### config.mk
export PLATFORM = sky130hd
export DESIGN_NAME = sd_host_top
export DESIGN_NICKNAME = d
export VERILOG_FILES = /design/src/hw/sd_pkg.sv /design/src/hw/sd_crc7.sv /design/src/hw/sd_cmd_tx.sv /design/src/hw/sd_resp_rx.sv /design/src/hw/sd_dat_rx_ctrl.sv /design/src/hw/sd_dat_lane.sv /design/src/hw/sd_dat_packer.sv /design/src/hw/sd_host_top.sv
export SDC_FILE = /design/constraint.sdc
export NUM_CORES = 1
export LEC_CHECK = 0
export BUFFER_PORTS_ARGS = -buffer_cell sky130_fd_sc_hd__buf_4
export CAP_MARGIN = 10
export CORE_MARGIN = 4
export CORE_UTILIZATION = 35
export CTS_BUF_LIST = sky130_fd_sc_hd__clkbuf_8 sky130_fd_sc_hd__clkbuf_16
export DETAILED_ROUTE_END_ITERATION = 16
export GPL_TIMING_DRIVEN = 1
export PLACE_DENSITY = 0.56
export SYNTH_ARGS = -nofsm -noshare
export SYNTH_HDL_FRONTEND = slang
export SYNTH_SLANG_ARGS = --single-unit
export TNS_END_PERCENT = 20
### constraint.sdc
create_clock -name clk_fast -period 3.2 [get_ports clk_fast]
set_input_delay 0.64 -clock clk_fast [delete_from_list [all_inputs] [get_ports clk_fast]]
set_output_delay 0.64 -clock clk_fast [all_outputs]
set_load 0.1 [all_outputs]
### src/hw/sd_pkg.sv
package sd_pkg;

    // ========================================================================
    // Frame and block sizes
    // ========================================================================
    localparam int CMD_PAYLOAD_BITS = 40;
    localparam int CRC7_BITS        = 7;
    localparam int FRAME_BITS       = 48;
    localparam int BLOCK_BITS       = 512;
    localparam int DAT_LANES        = 4;
    localparam int CRC16_BITS       = 16;
    localparam int WORD_BITS        = 16;
    localparam int BLOCK_CYCLES     = BLOCK_BITS / DAT_LANES;

    // Start bit, direction bit, index and argument
    typedef logic [CMD_PAYLOAD_BITS-1:0] cmd_payload_t;
    typedef logic [FRAME_BITS-1:0]       resp_frame_t;
    typedef logic [WORD_BITS-1:0]        dat_word_t;
    // One bit per DAT lane
    typedef logic [DAT_LANES-1:0]        dat_nibble_t;

    // ========================================================================
    // State machines
    // ========================================================================
    typedef enum logic [1:0] {
        cmd_idle,
        cmd_send,
        cmd_crc,
        cmd_stop
    } cmd_state_e;

    typedef enum logic [1:0] {
        resp_idle,
        resp_wait_start,
        resp_receive,
        resp_finish
    } resp_state_e;

    typedef enum logic [2:0] {
        dat_idle,
        dat_wait_start,
        dat_data,
        dat_crc,
        dat_end_bits
    } dat_state_e;

    typedef struct packed {
        cmd_payload_t payload;
        logic         want_resp;
        logic         want_dat;
    } cmd_req_t;

    // Strobes the lanes and the packer act on
    typedef struct packed {
        logic crc_clear;
        logic data_en;
        logic crc_check;
        logic end_check;
    } dat_phase_t;

    typedef struct packed {
        logic sample;
        logic err;
    } lane_status_t;

endpackage

### src/hw/sd_crc7.sv
module sd_crc7 (
    input  logic clk_fast,
    input  logic init_resetPulse,
    input  logic clear,
    input  logic advance,
    input  logic shift_out,
    input  logic din,
    output logic crc_msb
);

    logic [sd_pkg::CRC7_BITS-1:0] crc;
    logic                         feedback;

    // Polynomial x^7 + x^3 + 1
    assign feedback = din ^ crc[sd_pkg::CRC7_BITS-1];

    always_ff @(posedge clk_fast) begin
        if (init_resetPulse || clear) begin
            crc <= '0;
        end else if (advance) begin
            crc <= {crc[sd_pkg::CRC7_BITS-2:0], 1'b0} ^ (feedback ? 7'h09 : 7'h00);
        end else if (shift_out) begin
            crc <= {crc[sd_pkg::CRC7_BITS-2:0], 1'b0};
        end
    end

    assign crc_msb = crc[sd_pkg::CRC7_BITS-1];

endmodule

### src/hw/sd_cmd_tx.sv
module sd_cmd_tx (
    input  logic             clk_fast,
    input  logic             init_resetPulse,
    input  logic             cmd_start,
    input  sd_pkg::cmd_req_t cmd_req,
    output logic             sd_cmd_out,
    output logic             sd_cmd_oe,
    output logic             cmd_done,
    output logic             expect_resp,
    output logic             expect_dat
);

    sd_pkg::cmd_state_e   state;
    sd_pkg::cmd_payload_t shift_q;
    logic [5:0]           bit_cnt;
    logic                 want_resp_q;
    logic                 want_dat_q;
    logic                 start_ok;
    logic                 crc_msb;

    // A trigger while busy is dropped
    assign start_ok = cmd_start && (state == sd_pkg::cmd_idle);

    always_ff @(posedge clk_fast) begin
        if (init_resetPulse) begin
            state       <= sd_pkg::cmd_idle;
            bit_cnt     <= '0;
            want_resp_q <= 1'b0;
            want_dat_q  <= 1'b0;
            cmd_done    <= 1'b0;
            expect_resp <= 1'b0;
            expect_dat  <= 1'b0;
        end else begin
            cmd_done    <= (state == sd_pkg::cmd_stop);
            expect_resp <= (state == sd_pkg::cmd_stop) && want_resp_q;
            expect_dat  <= (state == sd_pkg::cmd_stop) && want_dat_q;
            bit_cnt     <= bit_cnt - 6'd1;
            case (state)
                sd_pkg::cmd_idle: begin
                    if (start_ok) begin
                        want_resp_q <= cmd_req.want_resp;
                        want_dat_q  <= cmd_req.want_dat;
                        bit_cnt     <= 6'(sd_pkg::CMD_PAYLOAD_BITS - 1);
                        state       <= sd_pkg::cmd_send;
                    end
                end
                sd_pkg::cmd_send: begin
                    if (bit_cnt == '0) begin
                        bit_cnt <= 6'(sd_pkg::CRC7_BITS - 1);
                        state   <= sd_pkg::cmd_crc;
                    end
                end
                sd_pkg::cmd_crc: begin
                    if (bit_cnt == '0) begin
                        state <= sd_pkg::cmd_stop;
                    end
                end
                default: begin
                    state <= sd_pkg::cmd_idle;
                end
            endcase
        end
    end

    // Payload goes out MSB first
    always_ff @(posedge clk_fast) begin
        if (start_ok) begin
            shift_q <= cmd_req.payload;
        end else if (state == sd_pkg::cmd_send) begin
            shift_q <= {shift_q[sd_pkg::CMD_PAYLOAD_BITS-2:0], 1'b0};
        end
    end

    sd_crc7 crc_i (
        .clk_fast        (clk_fast),
        .init_resetPulse (init_resetPulse),
        .clear           (start_ok),
        .advance         (state == sd_pkg::cmd_send),
        .shift_out       (state == sd_pkg::cmd_crc),
        .din             (shift_q[sd_pkg::CMD_PAYLOAD_BITS-1]),
        .crc_msb         (crc_msb)
    );

    always_comb begin
        case (state)
            sd_pkg::cmd_send: sd_cmd_out = shift_q[sd_pkg::CMD_PAYLOAD_BITS-1];
            sd_pkg::cmd_crc:  sd_cmd_out = crc_msb;
            default:          sd_cmd_out = 1'b1;
        endcase
    end

    assign sd_cmd_oe = (state != sd_pkg::cmd_idle);

    a_no_busy_start: assert property (
        @(posedge clk_fast) disable iff (init_resetPulse)
        cmd_start |-> state == sd_pkg::cmd_idle
    );

endmodule

### src/hw/sd_resp_rx.sv
module sd_resp_rx (
    input  logic                clk_fast,
    input  logic                init_resetPulse,
    input  logic                expect_resp,
    input  logic                sd_cmd_in,
    output logic                resp_done,
    output sd_pkg::resp_frame_t resp_data,
    output logic                resp_crc_err
);

    sd_pkg::resp_state_e state;
    logic [5:0]          bit_cnt;
    logic                crc_msb;
    logic                start_seen;
    logic                in_payload;
    logic                in_crc;

    assign start_seen = (state == sd_pkg::resp_wait_start) && !sd_cmd_in;
    // Bit index counts down from 47 at the start bit
    assign in_payload = (state == sd_pkg::resp_receive) && (bit_cnt > 6'(sd_pkg::CRC7_BITS));
    assign in_crc     = (state == sd_pkg::resp_receive) && !in_payload && (bit_cnt != '0);

    always_ff @(posedge clk_fast) begin
        if (init_resetPulse) begin
            state        <= sd_pkg::resp_idle;
            bit_cnt      <= '0;
            resp_done    <= 1'b0;
            resp_crc_err <= 1'b0;
        end else begin
            resp_done <= 1'b0;
            case (state)
                sd_pkg::resp_wait_start: begin
                    if (start_seen) begin
                        bit_cnt <= 6'(sd_pkg::FRAME_BITS - 2);
                        state   <= sd_pkg::resp_receive;
                    end
                end
                sd_pkg::resp_receive: begin
                    bit_cnt <= bit_cnt - 6'd1;
                    if (in_crc && (sd_cmd_in != crc_msb)) begin
                        resp_crc_err <= 1'b1;
                    end
                    if (bit_cnt == '0) begin
                        // End bit
                        if (!sd_cmd_in) begin
                            resp_crc_err <= 1'b1;
                        end
                        resp_done <= 1'b1;
                        state     <= sd_pkg::resp_finish;
                    end
                end
                default: begin
                    state <= sd_pkg::resp_idle;
                end
            endcase
            if (expect_resp) begin
                resp_crc_err <= 1'b0;
                state        <= sd_pkg::resp_wait_start;
            end
        end
    end

    always_ff @(posedge clk_fast) begin
        if (start_seen || (state == sd_pkg::resp_receive)) begin
            resp_data <= {resp_data[sd_pkg::FRAME_BITS-2:0], sd_cmd_in};
        end
    end

    sd_crc7 crc_i (
        .clk_fast        (clk_fast),
        .init_resetPulse (init_resetPulse),
        .clear           (expect_resp),
        .advance         (start_seen || in_payload),
        .shift_out       (in_crc),
        .din             (sd_cmd_in),
        .crc_msb         (crc_msb)
    );

    // Done comes one full frame after the start bit was seen
    a_done_after_frame: assert property (
        @(posedge clk_fast) disable iff (init_resetPulse)
        resp_done |-> $past(state, sd_pkg::FRAME_BITS) == sd_pkg::resp_wait_start
    );

endmodule

### src/hw/sd_dat_rx_ctrl.sv
module sd_dat_rx_ctrl (
    input  logic               clk_fast,
    input  logic               init_resetPulse,
    input  logic               expect_dat,
    input  logic               dat0_in,
    output sd_pkg::dat_phase_t phase,
    output logic               dat_done
);

    sd_pkg::dat_state_e state;
    logic [6:0]         cyc_cnt;
    sd_pkg::dat_phase_t phase_next;

    // Lanes register their bit, so the strobes go out one cycle late to match
    always_comb begin
        phase_next.crc_clear = (state == sd_pkg::dat_wait_start) && !dat0_in;
        phase_next.data_en   = (state == sd_pkg::dat_data);
        phase_next.crc_check = (state == sd_pkg::dat_crc);
        phase_next.end_check = (state == sd_pkg::dat_end_bits);
    end

    always_ff @(posedge clk_fast) begin
        if (init_resetPulse) begin
            state    <= sd_pkg::dat_idle;
            cyc_cnt  <= '0;
            phase    <= '0;
            dat_done <= 1'b0;
        end else begin
            phase    <= phase_next;
            dat_done <= phase_next.end_check;
            cyc_cnt  <= cyc_cnt - 7'd1;
            case (state)
                sd_pkg::dat_wait_start: begin
                    if (!dat0_in) begin
                        cyc_cnt <= 7'(sd_pkg::BLOCK_CYCLES - 1);
                        state   <= sd_pkg::dat_data;
                    end
                end
                sd_pkg::dat_data: begin
                    if (cyc_cnt == '0) begin
                        cyc_cnt <= 7'(sd_pkg::CRC16_BITS - 1);
                        state   <= sd_pkg::dat_crc;
                    end
                end
                sd_pkg::dat_crc: begin
                    if (cyc_cnt == '0) begin
                        state <= sd_pkg::dat_end_bits;
                    end
                end
                default: begin
                    state <= sd_pkg::dat_idle;
                end
            endcase
            if (expect_dat) begin
                state <= sd_pkg::dat_wait_start;
            end
        end
    end

    // Start bit, data cycles and CRC cycles come before the end-bit strobe
    a_block_length: assert property (
        @(posedge clk_fast) disable iff (init_resetPulse)
        phase.end_check |->
            $past(phase.crc_clear, sd_pkg::BLOCK_CYCLES + sd_pkg::CRC16_BITS + 1)
    );

endmodule

### src/hw/sd_dat_lane.sv
module sd_dat_lane (
    input  logic                 clk_fast,
    input  logic                 init_resetPulse,
    input  sd_pkg::dat_phase_t   phase,
    input  logic                 dat_in,
    output sd_pkg::lane_status_t status
);

    logic                          dat_q;
    logic                          err;
    logic [sd_pkg::CRC16_BITS-1:0] crc;
    logic                          feedback;

    always_ff @(posedge clk_fast) begin
        dat_q <= dat_in;
    end

    // Polynomial x^16 + x^12 + x^5 + 1
    assign feedback = dat_q ^ crc[sd_pkg::CRC16_BITS-1];

    always_ff @(posedge clk_fast) begin
        if (phase.crc_clear) begin
            crc <= '0;
        end else if (phase.data_en) begin
            crc <= {crc[sd_pkg::CRC16_BITS-2:0], 1'b0} ^ (feedback ? 16'h1021 : 16'h0000);
        end else if (phase.crc_check) begin
            crc <= {crc[sd_pkg::CRC16_BITS-2:0], 1'b0};
        end
    end

    always_ff @(posedge clk_fast) begin
        if (init_resetPulse || phase.crc_clear) begin
            err <= 1'b0;
        end else if (phase.crc_check && (dat_q != crc[sd_pkg::CRC16_BITS-1])) begin
            err <= 1'b1;
        end else if (phase.end_check && !dat_q) begin
            err <= 1'b1;
        end
    end

    assign status.sample = dat_q;
    assign status.err    = err;

endmodule

### src/hw/sd_dat_packer.sv
module sd_dat_packer (
    input  logic                                          clk_fast,
    input  logic                                          init_resetPulse,
    input  sd_pkg::dat_phase_t                            phase,
    input  sd_pkg::lane_status_t [sd_pkg::DAT_LANES-1:0] lanes,
    input  logic                                          dat_done_in,
    output logic                                          dat_word_valid,
    output sd_pkg::dat_word_t                             dat_word,
    output logic                                          dat_done,
    output logic                                          dat_crc_err
);

    sd_pkg::dat_nibble_t nibble;
    logic                any_err;
    logic [1:0]          nib_cnt;
    logic [5:0]          word_cnt;

    // Lane i lands on bit i of each nibble
    always_comb begin
        any_err = 1'b0;
        for (int i = 0; i < sd_pkg::DAT_LANES; i++) begin
            nibble[i] = lanes[i].sample;
            any_err   = any_err | lanes[i].err;
        end
    end

    // First nibble ends up in bits 15 to 12
    always_ff @(posedge clk_fast) begin
        if (phase.data_en) begin
            dat_word <= {dat_word[sd_pkg::WORD_BITS-sd_pkg::DAT_LANES-1:0], nibble};
        end
    end

    always_ff @(posedge clk_fast) begin
        if (init_resetPulse) begin
            nib_cnt        <= '0;
            word_cnt       <= '0;
            dat_word_valid <= 1'b0;
            dat_done       <= 1'b0;
        end else begin
            dat_word_valid <= phase.data_en && (nib_cnt == 2'd3);
            dat_done       <= dat_done_in;
            if (phase.crc_clear) begin
                nib_cnt  <= '0;
                word_cnt <= '0;
            end else if (phase.data_en) begin
                nib_cnt <= nib_cnt + 2'd1;
                if (nib_cnt == 2'd3) begin
                    word_cnt <= word_cnt + 6'd1;
                end
            end
        end
    end

    // Lane errors are final once the end-bit check has been taken
    assign dat_crc_err = any_err;

    a_full_block: assert property (
        @(posedge clk_fast) disable iff (init_resetPulse)
        dat_done_in |-> word_cnt == 6'(sd_pkg::BLOCK_BITS / sd_pkg::WORD_BITS)
    );

endmodule

### src/hw/sd_host_top.sv
module sd_host_top (
    input  logic                clk_fast,
    input  logic                init_resetPulse,
    input  logic                cmd_start,
    input  sd_pkg::cmd_req_t    cmd_req,
    output logic                cmd_done,
    output logic                resp_done,
    output sd_pkg::resp_frame_t resp_data,
    output logic                resp_crc_err,
    output logic                dat_word_valid,
    output sd_pkg::dat_word_t   dat_word,
    output logic                dat_done,
    output logic                dat_crc_err,
    input  logic                sd_cmd_in,
    output logic                sd_cmd_out,
    output logic                sd_cmd_oe,
    input  sd_pkg::dat_nibble_t sd_dat_in
);

    logic                                          expect_resp;
    logic                                          expect_dat;
    logic                                          ctrl_done;
    sd_pkg::dat_phase_t                            phase;
    sd_pkg::lane_status_t [sd_pkg::DAT_LANES-1:0] lane_status;

    // ========================================================================
    // Command and response
    // ========================================================================
    sd_cmd_tx cmd_tx_i (
        .clk_fast        (clk_fast),
        .init_resetPulse (init_resetPulse),
        .cmd_start       (cmd_start),
        .cmd_req         (cmd_req),
        .sd_cmd_out      (sd_cmd_out),
        .sd_cmd_oe       (sd_cmd_oe),
        .cmd_done        (cmd_done),
        .expect_resp     (expect_resp),
        .expect_dat      (expect_dat)
    );

    sd_resp_rx resp_rx_i (
        .clk_fast        (clk_fast),
        .init_resetPulse (init_resetPulse),
        .expect_resp     (expect_resp),
        .sd_cmd_in       (sd_cmd_in),
        .resp_done       (resp_done),
        .resp_data       (resp_data),
        .resp_crc_err    (resp_crc_err)
    );

    // ========================================================================
    // Data block receive
    // ========================================================================
    sd_dat_rx_ctrl dat_ctrl_i (
        .clk_fast        (clk_fast),
        .init_resetPulse (init_resetPulse),
        .expect_dat      (expect_dat),
        .dat0_in         (sd_dat_in[0]),
        .phase           (phase),
        .dat_done        (ctrl_done)
    );

    for (genvar i = 0; i < sd_pkg::DAT_LANES; i++) begin : g_lane
        sd_dat_lane lane_i (
            .clk_fast        (clk_fast),
            .init_resetPulse (init_resetPulse),
            .phase           (phase),
            .dat_in          (sd_dat_in[i]),
            .status          (lane_status[i])
        );
    end

    sd_dat_packer packer_i (
        .clk_fast        (clk_fast),
        .init_resetPulse (init_resetPulse),
        .phase           (phase),
        .lanes           (lane_status),
        .dat_done_in     (ctrl_done),
        .dat_word_valid  (dat_word_valid),
        .dat_word        (dat_word),
        .dat_done        (dat_done),
        .dat_crc_err     (dat_crc_err)
    );

endmodule

Word level (Yosys, flattened, before mapping)
Cells that the tools add are included.

Bits of input ports: 50. Logic and storage cells: 198. Output and inout bits: 72. Register bits: 231.

Reductions and logical operators: 56. Bitwise operators: 16. Multiplexer cells: 54. Order comparisons: 1. Add/sub/neg operators: 4. Equality and inequality tests: 28.

Operators with widths (count): two-way mux 16 bit (8); two-way mux 40 bit (2); XOR 16 bit (4); two-way mux 13 bit (4); two-way mux 7 bit (6); one-hot mux 6 bit (2 select lines) (2); nonzero test 2 bit (10); logical AND 1 bit (18); two-way mux 6 bit (3); two-way mux 1 bit (14); one-hot mux 7 bit (2 select lines) (1); XOR 7 x 4 -> 7 bit (2); zero test 6 bit (2); subtractor 6 x 1 -> 6 bit (second input constant) (2); two-way mux 2 bit (5); two-way mux 3 bit (3); != test 3 bit (second input constant) (3); one-hot mux 3 bit (3 select lines) (1); AND reduction 3 bit (3); equality test 2 bit (second input constant) (4); two-way mux 4 bit (2); != test 2 x 1 -> 1 bit (second input constant) (4); != test 2 bit (second input constant) (4); AND reduction 2 bit (4); other kinds (21) (48).

Depth between registers and ports, before layout
Depth in word-level cells: 9. Gate-level depth with buffers: 7.

Modules after synthesis
A second synthesis with hierarchy kept.

Cell total of the unflattened synthesis: 770. Area total of the unflattened synthesis: 9137.5 sq um.

Modules (own cells, without submodules): sd_dat_lane (cells an instance 84, times used 4, area each 754.5 sq um, seq. area each 360.3 sq um); sd_cmd_tx (cells an instance 154, times used 1, area each 2283.4 sq um, seq. area each 1461.4 sq um); sd_resp_rx (cells an instance 117, times used 1, area each 2008.2 sq um, seq. area each 1641.6 sq um); sd_dat_packer (cells an instance 28, times used 1, area each 624.3 sq um, seq. area each 560.5 sq um); sd_dat_rx_ctrl (cells an instance 63, times used 1, area each 618.1 sq um, seq. area each 280.3 sq um); sd_crc7 (cells an instance 36, times used 2, area each 292.8 sq um, seq. area each 140.1 sq um).

Least setup slack after synthesis
OpenSTA, ideal clock, no wires.

Path type: flip-flop to flip-flop. Start: register cmd_tx_i.state[0]. End: register cmd_tx_i.shift_q[0] (enable). Setup slack: 684 ps. Buffers on the path: 2. Period minus slack after synthesis: 2516 ps. Required time: 2668 ps. Arrival time: 1984 ps. Setup time: 532 ps. Cell stages (with the launch flop): 7. Path through: dfxtp_1 > inv_1 > ha_1 > nand2_1 > clkbuf_1 > buf_2 > nand2_1.

Cells in the longest elaborated chain, start to end: 3. Elaborated cells on any way between the ends: 4. Classes of those cells: eq/ne (1); reduce/logical (3).

Ends and longest elaborated chain: start, declared (line sd_cmd_tx.sv:13) `sd_pkg::cmd_state_e state;`; start signal, assigned (line sd_cmd_tx.sv:26) `state <= sd_pkg::cmd_idle;`; start signal, assigned (line sd_cmd_tx.sv:44) `state <= sd_pkg::cmd_send;`; start signal, assigned (line sd_cmd_tx.sv:50) `state <= sd_pkg::cmd_crc;`; zero test 2 bit (line sd_cmd_tx.sv:22) `assign start_ok = cmd_start && (state == sd_pkg::cmd_idle);`; logical AND 1 bit (line sd_cmd_tx.sv:22); nonzero test 2 bit (no source line) (*); end signal, assigned (line sd_cmd_tx.sv:68) `shift_q <= cmd_req.payload;`; end signal, assigned (line sd_cmd_tx.sv:70) `shift_q <= {shift_q[sd_pkg::CMD_PAYLOAD_BITS-2:0], 1'b0};`; end, declared (line sd_cmd_tx.sv:14) `sd_pkg::cmd_payload_t shift_q;`.

Mark *: on every way between the ends. The rest lies on a longest branch, timed or not. A chain may end at the register's enable or synchronous reset.

Worst setup path in the final report
Start: register cmd_tx_i.state[1]. End: output port sd_cmd_out.

Cells in the longest elaborated chain, start to end: 2. Elaborated cells on any way between the ends: 3. Classes of those cells: eq/ne (2); mux (1).

Ends and longest elaborated chain: equality test 2 bit or equality test 2 x 1 -> 1 bit (tied branches) (line sd_cmd_tx.sv:85) `case (state)`; one-hot mux 1 bit (2 select lines) (*) (line sd_cmd_tx.sv:85); end, declared (line sd_host_top.sv:15) `output logic sd_cmd_out,`.

Marks and branches as above.

==> results.txt <==
----------------------------------------------------
[Status]
  Status ... finished clean

[Setup path]
  Critical Path Source Type ... register
  WP data arrival ... ~1.9 ns
  Kind of capture point of the worst setup path ... primary output
  Critical-path maximum fanout ... 11
  Worst setup path startpoint ... cmd_tx_i.state[1]
  Worst reg2reg startpoint ... cmd_tx_i.state[0]
  Type of the worst setup path ... reg -> out
  CP required ... roughly 2.6 ns

[Synth]
  Top cells by area, synth ... sky130_fd_sc_hd__edfxtp_1 (37%), sky130_fd_sc_hd__dfxtp_1 (30%), sky130_fd_sc_hd__nand2_1 (6.0%)
  Number of enable flip-flop cells after synthesis ... 104
  Leading register cell type out of synthesis ... sky130_fd_sc_hd__dfxtp_1
  Post-Syn Nets ... 800
  Share of synthesized flip-flops with an asynchronous set or reset ... 0%
  Cell area after technology mapping ... approximately 8600 µm²
  Cell type with the highest aggregate area in the netlist ... sky130_fd_sc_hd__edfxtp_1
  Share of Yosys cell area claimed by the top area cell type ... between 30% and 40%
  Synth Warn # ... 0
  Gate Count Post-Synth ... about 740
  Post-Synthesis Mean Instance Area ... between 10 and 15 µm²
  Synth cell types ... 50
  Yosys reg bits ... around 230
  Sequential-to-total area share from yosys stat ... between 60 and 70%

[Power and ir drop]
  Combinational group share of total power ... between 10% and 20%
  Internal power contribution ... about 5.9 mW
  Seq pwr share ... between 40% and 50%
  Clock network fraction of total power ... a little over a third
  IR drop worst, VDD ... 0.425 mV
  Pwr dens ... between 700 and 800 nW/µm²
  Switching component of the power ... 2.18 mW
  Leakage power summed over all cells ... between 3 and 4 nW
  Post-layout total power ... between 8 and 9 mW
  Sw frac ... 27.0%

[Detailed routing]
  Via density per instance ... 4.65
  DRC ... 0
  DR pass1 iterations ... 4
  Antenna violation net count after detailed routing ... 0
  Total detailed-routing wirelength ... approximately 16000 µm
  Per-cell routed wire length ... roughly 14 µm
  Drt initial violations ... ~320
  Via Count ... 5581

[GRT]
  Gr ovfl total ... 0
  First-pass GRT wire length ... around 27000 µm
  Total GRT Usage ... between 10% and 20%
  Number of global-route vias before repair ... 5356
  Antenna violations before repair ... 0
  Pin count of the biggest net entering global routing ... 49

[STA]
  Final TNS setup ... 0 ns
  Unrepaired setup endpoints after global routing ... false
  Slew headroom ... approximately 44%
  Highest Clock Rate ... 399 MHz
  Setup skew after layout ... between 0.015 and 0.02 ns
  Fraction of the cycle the final worst path needs ... 78.2%
  Pins Over Slew Limit ... 0
  Number of hold-slack violations in the final timing report ... 0
  Worst Tran Pin Value ... 0.841 ns
  Post-route minimum period ... 2.50 ns
  Total of endpoints with negative setup slack in the final report ... 0

[Place]
  Number of buffer cells added on primary ports ... 121
  Final estimated routing congestion in global placement ... 0.762
  Half-perimeter wire length after detailed placement ... between 10000 and 15000 µm

[Cells and area]
  Commonest non-fill, non-tap cell in the layout ... sky130_fd_sc_hd__nand2_1
  Layout fillers ... approximately 2200
  Commonest non-fill, non-tap cells in the layout ... sky130_fd_sc_hd__nand2_1 (135), sky130_fd_sc_hd__buf_4 (132), sky130_fd_sc_hd__dfxtp_1 (126)
  End-of-flow core utilization ... between 40% and 50%
  Area growth from synthesis to layout ... 24.6%
  Number of nets in the layout ... between 900 and 1000
  Proportion of layout cells with a drive suffix above 1 ... between 20 and 30%
  Storage element area ... approximately 5700 µm²
  Footprint of the multi-input gates ... approximately 2700 µm²
  # diodes ... 0

[Floorplan]
  Height of the die ... around 160 µm
  Row count ... 56
  Top Ports ... approximately 120
  Width of the die ... roughly 160 µm
  Die footprint ... ~27000 µm²
  Core Box Area ... ~24000 µm²
  Starting Density ... approximately 36%

[Clock tree]
  Buffer count from post-CTS setup fixing ... 0
  Maximum buffer depth of the clock tree ... 3
  H-Tree Depth ... 1
  Clk sinks ... roughly 230
  Clock Root Buffer ... sky130_fd_sc_hd__clkbuf_16
  PostCTS Resize Cnt ... 0
  Clock insertion delay at the later pin of the skew report ... between 0.5 and 0.6 ns
  Num CTS Buffers ... 26
  Clock Pin Slew Worst Setup and Hold Paths ... ~0.060 ns
  Cts-stage hold buffer count ... 0
  Clock tree from TritonCTS ... done

[Flow run]
  Number of max-cap violations ... 0

[Hold path]
  Beginning of the worst hold path ... sd_dat_in[1]
  Kind of path behind the tightest hold check ... in -> reg

----------------------------------------------------
## layer usage
metal  share of wire (%)  vias to the layer above  track usage, %  wire, µm
met5                   0                        -               0         0
met4                 2.5                        0            3.43       403
met3                 6.4                       28            2.89      1040
met2                  43                      128            18.1      7000
met1                  48                     2570            16.9      7870
li1                    -                     2855               -         -
## cells in the mapped netlist (6+ instances only)
| cell type | n |
|---|---|
| sky130_fd_sc_hd__nand2_1 | 137 |
| sky130_fd_sc_hd__dfxtp_1 | 127 |
| sky130_fd_sc_hd__edfxtp_1 | 104 |
| sky130_fd_sc_hd__a21oi_1 | 98 |
| sky130_fd_sc_hd__mux2_2 | 39 |
| sky130_fd_sc_hd__nor2_1 | 29 |
| sky130_fd_sc_hd__clkbuf_1 | 27 |
| sky130_fd_sc_hd__inv_1 | 18 |
| sky130_fd_sc_hd__nand3_1 | 14 |
| sky130_fd_sc_hd__nor3_1 | 14 |
| sky130_fd_sc_hd__ha_1 | 12 |
| sky130_fd_sc_hd__o21ai_0 | 11 |
| sky130_fd_sc_hd__nand2b_1 | 9 |
| sky130_fd_sc_hd__xor2_1 | 9 |
| sky130_fd_sc_hd__a2bb2oi_1 | 8 |
| sky130_fd_sc_hd__mux2i_1 | 8 |
| sky130_fd_sc_hd__a311oi_1 | 7 |
| sky130_fd_sc_hd__xnor2_1 | 7 |
| sky130_fd_sc_hd__buf_2 | 6 |
## path summary, 6_finish.rpt
path	endpoint	cells past startpoint	slack, ns
hold reg to reg	g_lane[1].lane_i.crc[4]	2	0.44
hold / removal	g_lane[1].lane_i.dat_q	1	0.21
setup / recovery	sd_cmd_out	4	0.70
setup reg to reg	cmd_tx_i.shift_q[11]	5	1.28
## worst max-delay path, cell delays in order (launching register included)
cell and delay (ns):
sky130_fd_sc_hd__dfxtp_1 0.37, sky130_fd_sc_hd__inv_1 0.08, sky130_fd_sc_hd__ha_1 0.55, sky130_fd_sc_hd__nand2_1 0.10
sky130_fd_sc_hd__buf_4 0.25
## cells by family after synthesis
| logic type | Yosys count | share of synthesized area (%) |
|---|---|---|
| adders and majority gates | 12 | 1.75 |
| AOI/OAI and AO/OA | 151 | 10.3 |
| xor gates and xnor gates | 16 | 1.64 |
| DFF | 231 | 66.2 |
| and+or+nand+nor | 226 | 11.5 |
| buffers and inverters | 55 | 2.50 |
| muxes | 47 | 6.07 |
## stage by stage
stage,setup slack [ns],hold WS [ns],area [µm²],std cells
floorplan,0.684,0.423,8560,738
global placement,1.23,0.431,9810,1152
detailed placement,1.22,0.435,9810,1152
CTS,0.655,0.182,10700,1200
global route,0.575,0.181,10700,1200
finish,0.696,0.214,10700,1200
## power groups by stage
stage,combinational (mW),sequential (mW),clock (mW)
2_1_floorplan,1.02,3.93,0
3_3_place_gp,1.43,3.85,0
3_5_place_dp,1.44,3.85,0
4_1_cts,1.45,3.80,2.94
5_1_grt,1.57,3.83,3.08
6_report,1.43,3.79,2.84
## flip-flops by register name, summed over array words and instances (netlist names), 2 cells and up
name and cells:
resp_rx_i.resp_data 48, dat_ctrl_i.state 3, cmd_tx_i.crc_i.crc 7, cmd_tx_i.shift_q 40
resp_rx_i.bit_cnt 6, cmd_tx_i.bit_cnt 6, g_lane.lane_i.dat_q 4, resp_rx_i.state 2
packer_i.nib_cnt 2, g_lane.lane_i.crc 64, packer_i.dat_word 16, resp_rx_i.crc_i.crc 7
cmd_tx_i.state 2, dat_ctrl_i.phase 4, g_lane.lane_i.err 4, dat_ctrl_i.cyc_cnt 7
## area by class of cell
class	count	share of cell area, %
Sequential cell	231	53.2
Multi-Input combinational cell	452	25.2
Timing Repair Buffer	132	9.30
Clock buffer	32	7.09
Tap cell	319	3.74
Clock inverter	16	0.845
Inverter	18	0.634
(Power assumes the default switching activity.)
